[src/pkg_mpu.sv]
// MPU package with sizes, register map and the shared word format
`default_nettype none

package pkg_mpu;

	////////////////////////////////////////////////////////////
	// Sizes
	////////////////////////////////////////////////////////////
	localparam int WORD_W      = 32;          // Bus and instruction width
	localparam int NUM_THREAD  = 8;
	localparam int THREAD_ID_W = 3;
	localparam int MEM_DEPTH   = 64;          // Thread memory words
	localparam int ADDR_W      = 6;
	localparam int LEN_W       = 7;           // Holds 0 to 64
	localparam int NUM_ISSUE   = 4;           // Outstanding issue slots
	localparam int ISSUE_W     = 2;
	localparam int CNT_W       = ISSUE_W + 1; // Outstanding count 0 to 4

	// Register word offsets on the 2-bit Wishbone address
	localparam logic [1:0] REG_HEADER = 2'd0;
	localparam logic [1:0] REG_INSTR  = 2'd1;
	localparam logic [1:0] REG_RUN    = 2'd2;
	localparam logic [1:0] REG_STATUS = 2'd3;

	// Dispatch FSM encoding
	localparam logic [1:0] DSP_IDLE   = 2'd0;
	localparam logic [1:0] DSP_LOOKUP = 2'd1;
	localparam logic [1:0] DSP_READ   = 2'd2;
	localparam logic [1:0] DSP_STREAM = 2'd3;

	////////////////////////////////////////////////////////////
	// One 32-bit word, read as an instruction or as a thread header
	////////////////////////////////////////////////////////////
	typedef union packed {
		struct packed {
			logic [7:0]             opcode;
			logic [23:0]            operand;
		} instr;
		struct packed {
			logic [16:0]            spare_hi;
			logic [LEN_W-1:0]       len;      // Bits 14:8
			logic [4:0]             spare_lo;
			logic [THREAD_ID_W-1:0] id;       // Bits 2:0
		} hdr;
	} mpu_word_u;

endpackage

`default_nettype wire

[src/dispatch_mpu.sv]
// MPU dispatch that looks up a started thread and streams its instructions to the array
`timescale 1ns/1ps
`default_nettype none

module dispatch_mpu (
	input  wire                              clock,
	input  wire                              arst_n,
	input  wire                              start,
	input  wire  [pkg_mpu::THREAD_ID_W-1:0]  start_id,
	input  wire  [pkg_mpu::ISSUE_W-1:0]      start_no,
	output logic                             busy,
	output logic [pkg_mpu::THREAD_ID_W-1:0]  lookup_id,
	input  wire  [pkg_mpu::ADDR_W-1:0]       lookup_base,
	input  wire  [pkg_mpu::LEN_W-1:0]        lookup_len,
	input  wire                              lookup_valid,
	output logic [pkg_mpu::ADDR_W-1:0]       rd_addr,
	input  wire pkg_mpu::mpu_word_u          rd_data,
	output logic                             instr_valid,
	output pkg_mpu::mpu_word_u               instr,
	output logic [pkg_mpu::ISSUE_W-1:0]      issue_no
);
	import pkg_mpu::*;

	logic [1:0]             state;
	logic [THREAD_ID_W-1:0] cur_id;
	logic [ADDR_W-1:0]      addr;       // Next read address
	logic [LEN_W-1:0]       out_cnt;    // Words left to send

	assign busy        = start | (state != DSP_IDLE);
	assign lookup_id   = cur_id;
	assign rd_addr     = addr;
	assign instr_valid = (state == DSP_STREAM);
	assign instr       = rd_data;       // Memory output lines up with the stream

	////////////////////////////////////////////////////////////
	// FSM with idle, lookup, read and stream states
	////////////////////////////////////////////////////////////
	always_ff @(posedge clock or negedge arst_n) begin
		if (!arst_n) begin
			state   <= DSP_IDLE;
			out_cnt <= '0;
		end else begin
			case (state)
				DSP_IDLE: begin
					if (start) begin
						state <= DSP_LOOKUP;
					end
				end
				DSP_LOOKUP: begin
					if (lookup_valid) begin
						state   <= DSP_READ;
						out_cnt <= lookup_len;
					end else begin
						state <= DSP_IDLE;  // No map entry so the slot waits for its commit
					end
				end
				DSP_READ: begin
					state <= DSP_STREAM;    // First word in flight
				end
				default: begin
					out_cnt <= out_cnt - 1'b1;
					if (out_cnt == LEN_W'(1)) begin
						state <= DSP_IDLE;
					end
				end
			endcase
		end
	end

	// Reads run one word ahead of the stream
	always_ff @(posedge clock) begin
		if (start) begin
			cur_id   <= start_id;
			issue_no <= start_no;
		end
		if (state == DSP_LOOKUP) begin
			addr <= lookup_base;
		end else if (state != DSP_IDLE) begin
			addr <= addr + 1'b1;
		end
	end

endmodule

`default_nettype wire

[src/host_if_mpu.sv]
// MPU host interface, Wishbone slave turning register writes into loads and runs
`timescale 1ns/1ps
`default_nettype none

module host_if_mpu (
	input  wire                              clock,
	input  wire                              arst_n,
	input  wire                              wb_cyc,
	input  wire                              wb_stb,
	input  wire                              wb_we,
	input  wire  [1:0]                       wb_adr,
	input  wire  [pkg_mpu::WORD_W-1:0]       wb_dat_w,
	output logic [pkg_mpu::WORD_W-1:0]       wb_dat_r,
	output logic                             wb_ack,
	output logic                             hdr_req,
	output logic [pkg_mpu::THREAD_ID_W-1:0]  hdr_id,
	output logic [pkg_mpu::LEN_W-1:0]        hdr_len,
	input  wire                              hdr_ack,
	input  wire                              hdr_ok,
	output logic                             instr_we,
	output pkg_mpu::mpu_word_u               instr_word,
	output logic                             run_req,
	output logic [pkg_mpu::THREAD_ID_W-1:0]  run_id,
	input  wire                              run_ok,
	input  wire  [pkg_mpu::LEN_W-1:0]        used_size,
	input  wire  [pkg_mpu::CNT_W-1:0]        outstanding,
	input  wire                              full
);
	import pkg_mpu::*;

	mpu_word_u         wdat;        // Write data in both views
	logic              new_cyc;     // First cycle of a bus access
	logic              hdr_pend;    // Header access waiting on the map decision
	logic [LEN_W-1:0]  remain;      // Words still owed to the open header
	logic              last_hdr_ok;
	logic              last_run_ok;
	logic [WORD_W-1:0] status;

	assign wdat    = wb_dat_w;
	assign new_cyc = wb_cyc & wb_stb & ~wb_ack & ~hdr_pend;

	always_comb begin
		status        = '0;
		status[6:0]   = used_size;
		status[10:8]  = outstanding;
		status[12]    = full;
		status[16]    = last_hdr_ok;
		status[17]    = last_run_ok;
	end

	////////////////////////////////////////////////////////////
	// Access decode and sticky flags
	////////////////////////////////////////////////////////////
	always_ff @(posedge clock or negedge arst_n) begin
		if (!arst_n) begin
			wb_ack      <= 1'b0;
			hdr_pend    <= 1'b0;
			hdr_req     <= 1'b0;
			instr_we    <= 1'b0;
			run_req     <= 1'b0;
			remain      <= '0;
			last_hdr_ok <= 1'b0;
			last_run_ok <= 1'b0;
		end else begin
			wb_ack   <= hdr_pend;           // Second clock of a header access
			hdr_pend <= 1'b0;
			hdr_req  <= 1'b0;
			instr_we <= 1'b0;
			run_req  <= 1'b0;
			if (hdr_ack) begin
				last_hdr_ok <= hdr_ok;
				remain      <= hdr_ok ? hdr_len : '0;
			end
			if (run_req) begin
				last_run_ok <= run_ok;
			end
			if (new_cyc) begin
				case (wb_adr)
					REG_HEADER: begin
						hdr_pend <= 1'b1;
						if (wb_we) begin
							// A header only opens once the previous one is filled,
							// so memory pointer and used size stay in step
							if (remain == '0) begin
								hdr_req <= 1'b1;
							end else begin
								last_hdr_ok <= 1'b0;
							end
						end
					end
					REG_INSTR: begin
						wb_ack <= 1'b1;
						if (wb_we && remain != '0) begin
							instr_we <= 1'b1;
							remain   <= remain - 1'b1;
						end
					end
					REG_RUN: begin
						wb_ack  <= 1'b1;
						run_req <= wb_we;
					end
					default: begin
						wb_ack <= 1'b1;             // Status read
					end
				endcase
			end
		end
	end

	always_ff @(posedge clock) begin
		if (new_cyc) begin
			wb_dat_r   <= (wb_adr == REG_STATUS) ? status : '0;
			hdr_id     <= wdat.hdr.id;
			hdr_len    <= wdat.hdr.len;
			instr_word <= wdat;
			run_id     <= wdat.hdr.id;
		end
	end

endmodule

`default_nettype wire

[src/issue_track_mpu.sv]
// MPU issue tracker, hazard check on run, issue number allocation and commit table
`timescale 1ns/1ps
`default_nettype none

module issue_track_mpu (
	input  wire                              clock,
	input  wire                              arst_n,
	input  wire                              run_req,
	input  wire  [pkg_mpu::THREAD_ID_W-1:0]  run_id,
	output logic                             run_ok,
	input  wire                              busy,
	output logic                             start,
	output logic [pkg_mpu::THREAD_ID_W-1:0]  start_id,
	output logic [pkg_mpu::ISSUE_W-1:0]      start_no,
	input  wire                              commit_req,
	input  wire  [pkg_mpu::ISSUE_W-1:0]      commit_no,
	output logic [pkg_mpu::CNT_W-1:0]        outstanding,
	output logic                             full
);
	import pkg_mpu::*;

	logic [NUM_ISSUE-1:0]   slot_valid;
	logic [THREAD_ID_W-1:0] slot_id [NUM_ISSUE];
	logic [ISSUE_W-1:0]     next_no;    // Wraps modulo NUM_ISSUE
	logic                   id_hit;     // Thread still in flight

	always_comb begin
		id_hit      = 1'b0;
		outstanding = '0;
		for (int i = 0; i < NUM_ISSUE; i++) begin
			if (slot_valid[i] && slot_id[i] == run_id) begin
				id_hit = 1'b1;
			end
			outstanding = outstanding + CNT_W'(slot_valid[i]);
		end
	end

	assign full = &slot_valid;

	// Issue numbers go out in order, so the slot under the counter must be free;
	// busy from dispatch already covers a start still in flight
	assign run_ok = run_req & ~busy & ~id_hit & ~slot_valid[next_no];

	////////////////////////////////////////////////////////////
	// Slot table
	////////////////////////////////////////////////////////////
	always_ff @(posedge clock or negedge arst_n) begin
		if (!arst_n) begin
			slot_valid <= '0;
			next_no    <= '0;
			start      <= 1'b0;
		end else begin
			start <= run_ok;                // Start one clock after the run
			if (commit_req) begin
				slot_valid[commit_no] <= 1'b0;
			end
			if (run_ok) begin
				slot_valid[next_no] <= 1'b1;
				next_no             <= next_no + 1'b1;
			end
		end
	end

	always_ff @(posedge clock) begin
		if (run_ok) begin
			slot_id[next_no] <= run_id;
			start_id         <= run_id;
			start_no         <= next_no;
		end
	end

endmodule

`default_nettype wire

[src/map_man_mpu.sv]
// MPU map manager, per-thread base and length table with capacity check
`timescale 1ns/1ps
`default_nettype none

module map_man_mpu (
	input  wire                              clock,
	input  wire                              arst_n,
	input  wire                              hdr_req,
	input  wire  [pkg_mpu::THREAD_ID_W-1:0]  hdr_id,
	input  wire  [pkg_mpu::LEN_W-1:0]        hdr_len,
	output logic                             hdr_ack,
	output logic                             hdr_ok,
	output logic [pkg_mpu::LEN_W-1:0]        used_size,
	input  wire  [pkg_mpu::THREAD_ID_W-1:0]  lookup_id,
	output logic [pkg_mpu::ADDR_W-1:0]       lookup_base,
	output logic                             lookup_valid,
	output logic [pkg_mpu::LEN_W-1:0]        lookup_len
);
	import pkg_mpu::*;

	logic [ADDR_W-1:0]     base_tab [NUM_THREAD];
	logic [LEN_W-1:0]      len_tab  [NUM_THREAD];
	logic [NUM_THREAD-1:0] valid_tab;
	logic [LEN_W-1:0]      free_size;   // Words not yet handed out

	assign free_size = LEN_W'(MEM_DEPTH) - used_size;

	// Decision in the request cycle
	assign hdr_ack = hdr_req;
	assign hdr_ok  = hdr_req && (hdr_len != '0) && (hdr_len <= free_size);

	////////////////////////////////////////////////////////////
	// Table update
	////////////////////////////////////////////////////////////
	always_ff @(posedge clock or negedge arst_n) begin
		if (!arst_n) begin
			valid_tab <= '0;
			used_size <= '0;
		end else if (hdr_ok) begin
			valid_tab[hdr_id] <= 1'b1;
			used_size         <= used_size + hdr_len;
		end
	end

	// Reused id overwrites, old words remain allocated
	always_ff @(posedge clock) begin
		if (hdr_ok) begin
			base_tab[hdr_id] <= used_size[ADDR_W-1:0];
			len_tab[hdr_id]  <= hdr_len;
		end
	end

	// Lookup for dispatch
	assign lookup_base  = base_tab[lookup_id];
	assign lookup_len   = len_tab[lookup_id];
	assign lookup_valid = valid_tab[lookup_id];

endmodule

`default_nettype wire

[src/mpu.sv]
// MPU top, host interface, thread memory, map, issue tracking and dispatch
`timescale 1ns/1ps
`default_nettype none

module mpu (
	input  wire                          clock,
	input  wire                          arst_n,
	input  wire                          wb_cyc,
	input  wire                          wb_stb,
	input  wire                          wb_we,
	input  wire  [1:0]                   wb_adr,
	input  wire  [pkg_mpu::WORD_W-1:0]   wb_dat_w,
	output logic [pkg_mpu::WORD_W-1:0]   wb_dat_r,
	output logic                         wb_ack,
	output logic                         instr_valid,
	output pkg_mpu::mpu_word_u           instr,
	output logic [pkg_mpu::ISSUE_W-1:0]  issue_no,
	input  wire                          commit_req,
	input  wire  [pkg_mpu::ISSUE_W-1:0]  commit_no
);
	import pkg_mpu::*;

	// Thread loading
	logic                   hdr_req;
	logic [THREAD_ID_W-1:0] hdr_id;
	logic [LEN_W-1:0]       hdr_len;
	logic                   hdr_ack;
	logic                   hdr_ok;
	logic                   instr_we;
	mpu_word_u              instr_word;
	logic [LEN_W-1:0]       used_size;

	// Run and issue
	logic                   run_req;
	logic [THREAD_ID_W-1:0] run_id;
	logic                   run_ok;
	logic                   start;
	logic [THREAD_ID_W-1:0] start_id;
	logic [ISSUE_W-1:0]     start_no;
	logic                   busy;
	logic [CNT_W-1:0]       outstanding;
	logic                   full;

	// Dispatch side
	logic [THREAD_ID_W-1:0] lookup_id;
	logic [ADDR_W-1:0]      lookup_base;
	logic [LEN_W-1:0]       lookup_len;
	logic                   lookup_valid;
	logic [ADDR_W-1:0]      rd_addr;
	mpu_word_u              rd_data;

	host_if_mpu host_if_mpu (
		.clock       (clock),
		.arst_n      (arst_n),
		.wb_cyc      (wb_cyc),
		.wb_stb      (wb_stb),
		.wb_we       (wb_we),
		.wb_adr      (wb_adr),
		.wb_dat_w    (wb_dat_w),
		.wb_dat_r    (wb_dat_r),
		.wb_ack      (wb_ack),
		.hdr_req     (hdr_req),
		.hdr_id      (hdr_id),
		.hdr_len     (hdr_len),
		.hdr_ack     (hdr_ack),
		.hdr_ok      (hdr_ok),
		.instr_we    (instr_we),
		.instr_word  (instr_word),
		.run_req     (run_req),
		.run_id      (run_id),
		.run_ok      (run_ok),
		.used_size   (used_size),
		.outstanding (outstanding),
		.full        (full)
	);

	thread_mem_mpu thread_mem_mpu (
		.clock       (clock),
		.arst_n      (arst_n),
		.instr_we    (instr_we),
		.instr_word  (instr_word),
		.rd_addr     (rd_addr),
		.rd_data     (rd_data)
	);

	map_man_mpu map_man_mpu (
		.clock        (clock),
		.arst_n       (arst_n),
		.hdr_req      (hdr_req),
		.hdr_id       (hdr_id),
		.hdr_len      (hdr_len),
		.hdr_ack      (hdr_ack),
		.hdr_ok       (hdr_ok),
		.used_size    (used_size),
		.lookup_id    (lookup_id),
		.lookup_base  (lookup_base),
		.lookup_valid (lookup_valid),
		.lookup_len   (lookup_len)
	);

	issue_track_mpu issue_track_mpu (
		.clock       (clock),
		.arst_n      (arst_n),
		.run_req     (run_req),
		.run_id      (run_id),
		.run_ok      (run_ok),
		.busy        (busy),
		.start       (start),
		.start_id    (start_id),
		.start_no    (start_no),
		.commit_req  (commit_req),
		.commit_no   (commit_no),
		.outstanding (outstanding),
		.full        (full)
	);

	dispatch_mpu dispatch_mpu (
		.clock        (clock),
		.arst_n       (arst_n),
		.start        (start),
		.start_id     (start_id),
		.start_no     (start_no),
		.busy         (busy),
		.lookup_id    (lookup_id),
		.lookup_base  (lookup_base),
		.lookup_len   (lookup_len),
		.lookup_valid (lookup_valid),
		.rd_addr      (rd_addr),
		.rd_data      (rd_data),
		.instr_valid  (instr_valid),
		.instr        (instr),
		.issue_no     (issue_no)
	);

endmodule

`default_nettype wire

[src/thread_mem_mpu.sv]
// MPU thread memory, append-only instruction store with a registered read port
`timescale 1ns/1ps
`default_nettype none

module thread_mem_mpu (
	input  wire                          clock,
	input  wire                          arst_n,
	input  wire                          instr_we,
	input  wire pkg_mpu::mpu_word_u      instr_word,
	input  wire  [pkg_mpu::ADDR_W-1:0]   rd_addr,
	output pkg_mpu::mpu_word_u           rd_data
);
	import pkg_mpu::*;

	mpu_word_u         mem [MEM_DEPTH]; // Instruction words
	logic [ADDR_W-1:0] wr_ptr;          // Next free word

	////////////////////////////////////////////////////////////
	// Write side
	////////////////////////////////////////////////////////////
	always_ff @(posedge clock or negedge arst_n) begin
		if (!arst_n) begin
			wr_ptr <= '0;
		end else if (instr_we) begin
			wr_ptr <= wr_ptr + 1'b1;        // Only reset reclaims space
		end
	end

	always_ff @(posedge clock) begin
		if (instr_we) begin
			mem[wr_ptr] <= instr_word;
		end
	end

	////////////////////////////////////////////////////////////
	// Read side, one clock latency
	////////////////////////////////////////////////////////////
	always_ff @(posedge clock) begin
		rd_data <= mem[rd_addr];
	end

endmodule

`default_nettype wire
[config.mk]
export PLATFORM = sky130hd
export DESIGN_NAME = mpu
export DESIGN_NICKNAME = d
export VERILOG_FILES = /design/src/pkg_mpu.sv /design/src/dispatch_mpu.sv /design/src/host_if_mpu.sv /design/src/issue_track_mpu.sv /design/src/map_man_mpu.sv /design/src/mpu.sv /design/src/thread_mem_mpu.sv
export SDC_FILE = /design/constraint.sdc
export NUM_CORES = 2
export LEC_CHECK = 0
export BUFFER_PORTS_ARGS = -buffer_cell sky130_fd_sc_hd__buf_2
export CAP_MARGIN = 20
export CORE_UTILIZATION = 40
export CTS_CLUSTER_DIAMETER = 30
export DETAILED_ROUTE_END_ITERATION = 10
export HOLD_SLACK_MARGIN = 0.06
export PLACE_DENSITY = 0.53
export SYNTH_ARGS = -nofsm -noshare
export SYNTH_HDL_FRONTEND = slang
export SYNTH_HIERARCHICAL = 1
export SYNTH_SLANG_ARGS = --single-unit
[constraint.sdc]
create_clock -name clock -period 10.2 [get_ports clock]
set_clock_uncertainty 0.1 [all_clocks]
set_input_delay 2.04 -clock clock [delete_from_list [all_inputs] [get_ports clock]]
set_output_delay 2.04 -clock clock [all_outputs]
set_load 0.01 [all_outputs]
==> summary.txt <==
Outcome
  • Status: finished, final reports clean

Route
  • Drt wl/cell: 30.2 um
  • Starting DRT DRC Count: 4566
  • Iteration count of the initial detailed-routing pass: 5
  • Post-route ant nets: 0
  • Vias per cell: 5.59
  • Vias: 43969
  • DRC violations left: 0
  • Final WL: 238000 um

Power and ir drop
  • P_leak: 35.6 nW
  • Total power per unit cell area: 298 nW/um^2
  • Final Total Pwr: 0.0325 W
  • Max VDD drop: 0.206 mV

Die
  • I/O pin cnt: 110
  • Die height: 473 um
  • Core ar.: 220000 um^2
  • Die Width: 473 um
  • Die Area: 223000 um^2
  • # rows: 172
  • Starting density of the core: 0.403

Synthesis
  • Syn Area/Cell: 21.9 um^2
  • Post-synth top cells: 2225 x edfxtp_1, 531 x mux4_2, 116 x nor2_1
  • Number of synthesized flops with an enable pin: 2225
  • Mapped Area: 88600 um^2
  • Synth cell types: 77
  • Leading area contributor after synthesis: edfxtp_1
  • Yosys warnings: 6
  • Flops & latches, synth: 2308
  • Top_reg_cell synth: edfxtp_1
  • Post-synth top area share: 0.754
  • Ys async rst share: 0.0221
  • Most common cell in the netlist: edfxtp_1
  • Seq/Total Area, Yosys: 0.776
  • Synth Instances: 4052
  • Top cells by area, synth: edfxtp_1 75%, mux4_2 13%, dfrtp_1 1.4%

Worst setup path
  • Worst path arrival time: 5.05 ns
  • Reg-to-reg slack, setup: 5.90 ns
  • Crit-path max FO: 57
  • CP required: 10.94 ns
  • Worst setup EP type: register
  • CP Class: reg2reg
  • Critical Path Start Type: register

Clocking
  • Clock Latency Late Sink: 0.98 ns
  • CTS tree: built
  • Hold-fix buffers, CTS: 0
  • Longest Clk Path Bufs: 4
  • Post-cts gate resize count: 0
  • Clk pin slew, worst setup/hold paths: 0.05 ns
  • CTS Root Cell: clkbuf_16
  • Post CTS Setup Buffer Count: 0
  • Clock buffer count from CTS: 470
  • CTS H-Tree Depth: 5
  • CTS Sinks: 2308

STA
  • Tightest Pin Transition: 1.22 ns
  • Final Hold Viols: 0
  • Maximum operating frequency: 232 MHz
  • Max-slew violations: 0
  • Crit path time final: 4.30 ns
  • RSZ-0062 raised after global routing: false
  • Slew HR: 0.178
  • Setup TNS: 0 ns
  • Count of final setup violators: 0
  • Crit share post-route: 0.422

Layout
  • Fin area: 109000 um^2
  • Final #Nets: 4589
  • Final cell count without fillers: 7867
  • Final core occ: 0.496
  • Area Growth Syn to Fin: 23.2%
  • Share of layout cells above drive strength 1: 0.346

Global route
  • Global-route wire length before repair: 336000 um
  • Largest net degree at the start of global routing: 121
  • Antenna violations before repair: 13
  • GRT Overall Usage: 0.214
  • Vias in the first global route: 45779
  • GRT Residual Overflow: 0

Placement
  • Placed cell count: 7003
  • Dpl hpwl: 122000 um
  • Port bufs: 90
  • Routability cong.: 0.754
  • DP Area: 93200 um^2

Hold path
  • Tightest Hold Check Type: reg2reg

Flow run
  • Maxcap violations: 0
## worst max-delay path: stages, from the launching register on
cell	delay [ns]
edfxtp_1	0.40
buf_4	0.47
buf_4	0.77
buf_4	0.79
nor2_1	0.30
buf_4	0.27
a22oi_1	0.19
nand4_1	0.50
o211a_1	0.32
## power breakdown
group / leakage, nW / switching (W) / total, W / internal (W)
clock network: 7.69 / 0.00498 / 0.0152 / 0.0102
registers: 20.9 / 0.000179 / 0.0107 / 0.0105
logic: 6.94 / 0.00394 / 0.00665 / 0.00271
## cell families after synthesis
family | count (synthesis) | share of synthesized area
mux | 614 | 0.145
compound gates | 350 | 0.0287
other cells | 1 | 0.0000423
simple gates | 403 | 0.0238
xor+xnor | 34 | 0.00345
buf+inv | 314 | 0.0194
fa+ha+maj | 28 | 0.00412
flops | 2308 | 0.776
## layer usage
layer | vias up | share of wire | GRT usage
li1 | 18139 | - | -
met1 | 23732 | 0.42 | 0.295
met2 | 1742 | 0.47 | 0.332
met3 | 354 | 0.078 | 0.0500
met4 | 2 | 0.031 | 0.0755
met5 | - | 0.000055 | 0
## placed cells by master (no fill, tap or decap), drive strengths merged, types with 19 or more instances in the layout
master	count
mux4	531
conb	19
buf	259
dfrtp	51
o22ai	110
edfxtp	2225
o22a	35
mux2i	49
a211oi	49
clkbuf	518
ha	26
a22oi	33
o221ai	35
nor3	57
nand3	25
nor2	116
xnor2	24
o21ai	30
inv	70
dfxtp	32
nand2	39
clkinv	183
bufinv	67
mux2	34
nor2b	58
clkinvlp	52
## through the flow
| stage | hold slack, ns | setup WS (ns) |
|---|---|---|
| 2_1_floorplan | 0.300 | 5.94 |
| 3_3_place_gp | 0.302 | 5.79 |
| 3_5_place_dp | 0.305 | 5.90 |
| 4_1_cts | 0.315 | 5.85 |
| 5_1_grt | 0.338 | 5.67 |
| 6_report | 0.314 | 5.90 |
## state kept, by name, indices dropped and copies added (netlist names), 3 cells and up
name                        cells
dispatch_mpu/lookup_id          3
dispatch_mpu/out_cnt            7
dispatch_mpu/rd_addr            6
host_if_mpu/hdr_len             6
host_if_mpu/instr_word         26
host_if_mpu/remain              7
host_if_mpu/wb_dat_r           13
issue_track_mpu/slot_id        12
issue_track_mpu/slot_valid      4
issue_track_mpu/start_id        3
map_man_mpu/base_tab           48
map_man_mpu/len_tab            56
map_man_mpu/used_size           7
map_man_mpu/valid_tab           8
thread_mem_mpu/mem           2048
thread_mem_mpu/rd_data         32
thread_mem_mpu/wr_ptr           6
## layout make-up
class                           count  area [um^2]
Sequential cell                  2308        68700
Tap cell                         2958         3700
Clock inverter                    342         3860
Antenna cell                        4         10.0
Clock buffer                      516        12100
Inverter                           30          118
Timing Repair Buffer              261         1850
Multi-Input combinational cell   1448        18800
Fill cell                       17754       111000
## worst paths after layout
check | cells after the start | startpoint | endpoint
worst max-delay path | 8 | dispatch_mpu/rd_addr[2] | thread_mem_mpu/rd_data[1]
worst min-delay path | 0 | issue_track_mpu/start_id[1] | dispatch_mpu/lookup_id[1]
worst max register to register | 8 | dispatch_mpu/rd_addr[2] | thread_mem_mpu/rd_data[1]
worst min register to register | 0 | issue_track_mpu/start_id[1] | dispatch_mpu/lookup_id[1]
max in group asynchronous | 2 | arst_n | map_man_mpu/used_size[0]
min in group asynchronous | 2 | arst_n | thread_mem_mpu/wr_ptr[5]
Note: power is estimated with default switching activity, not from simulation.
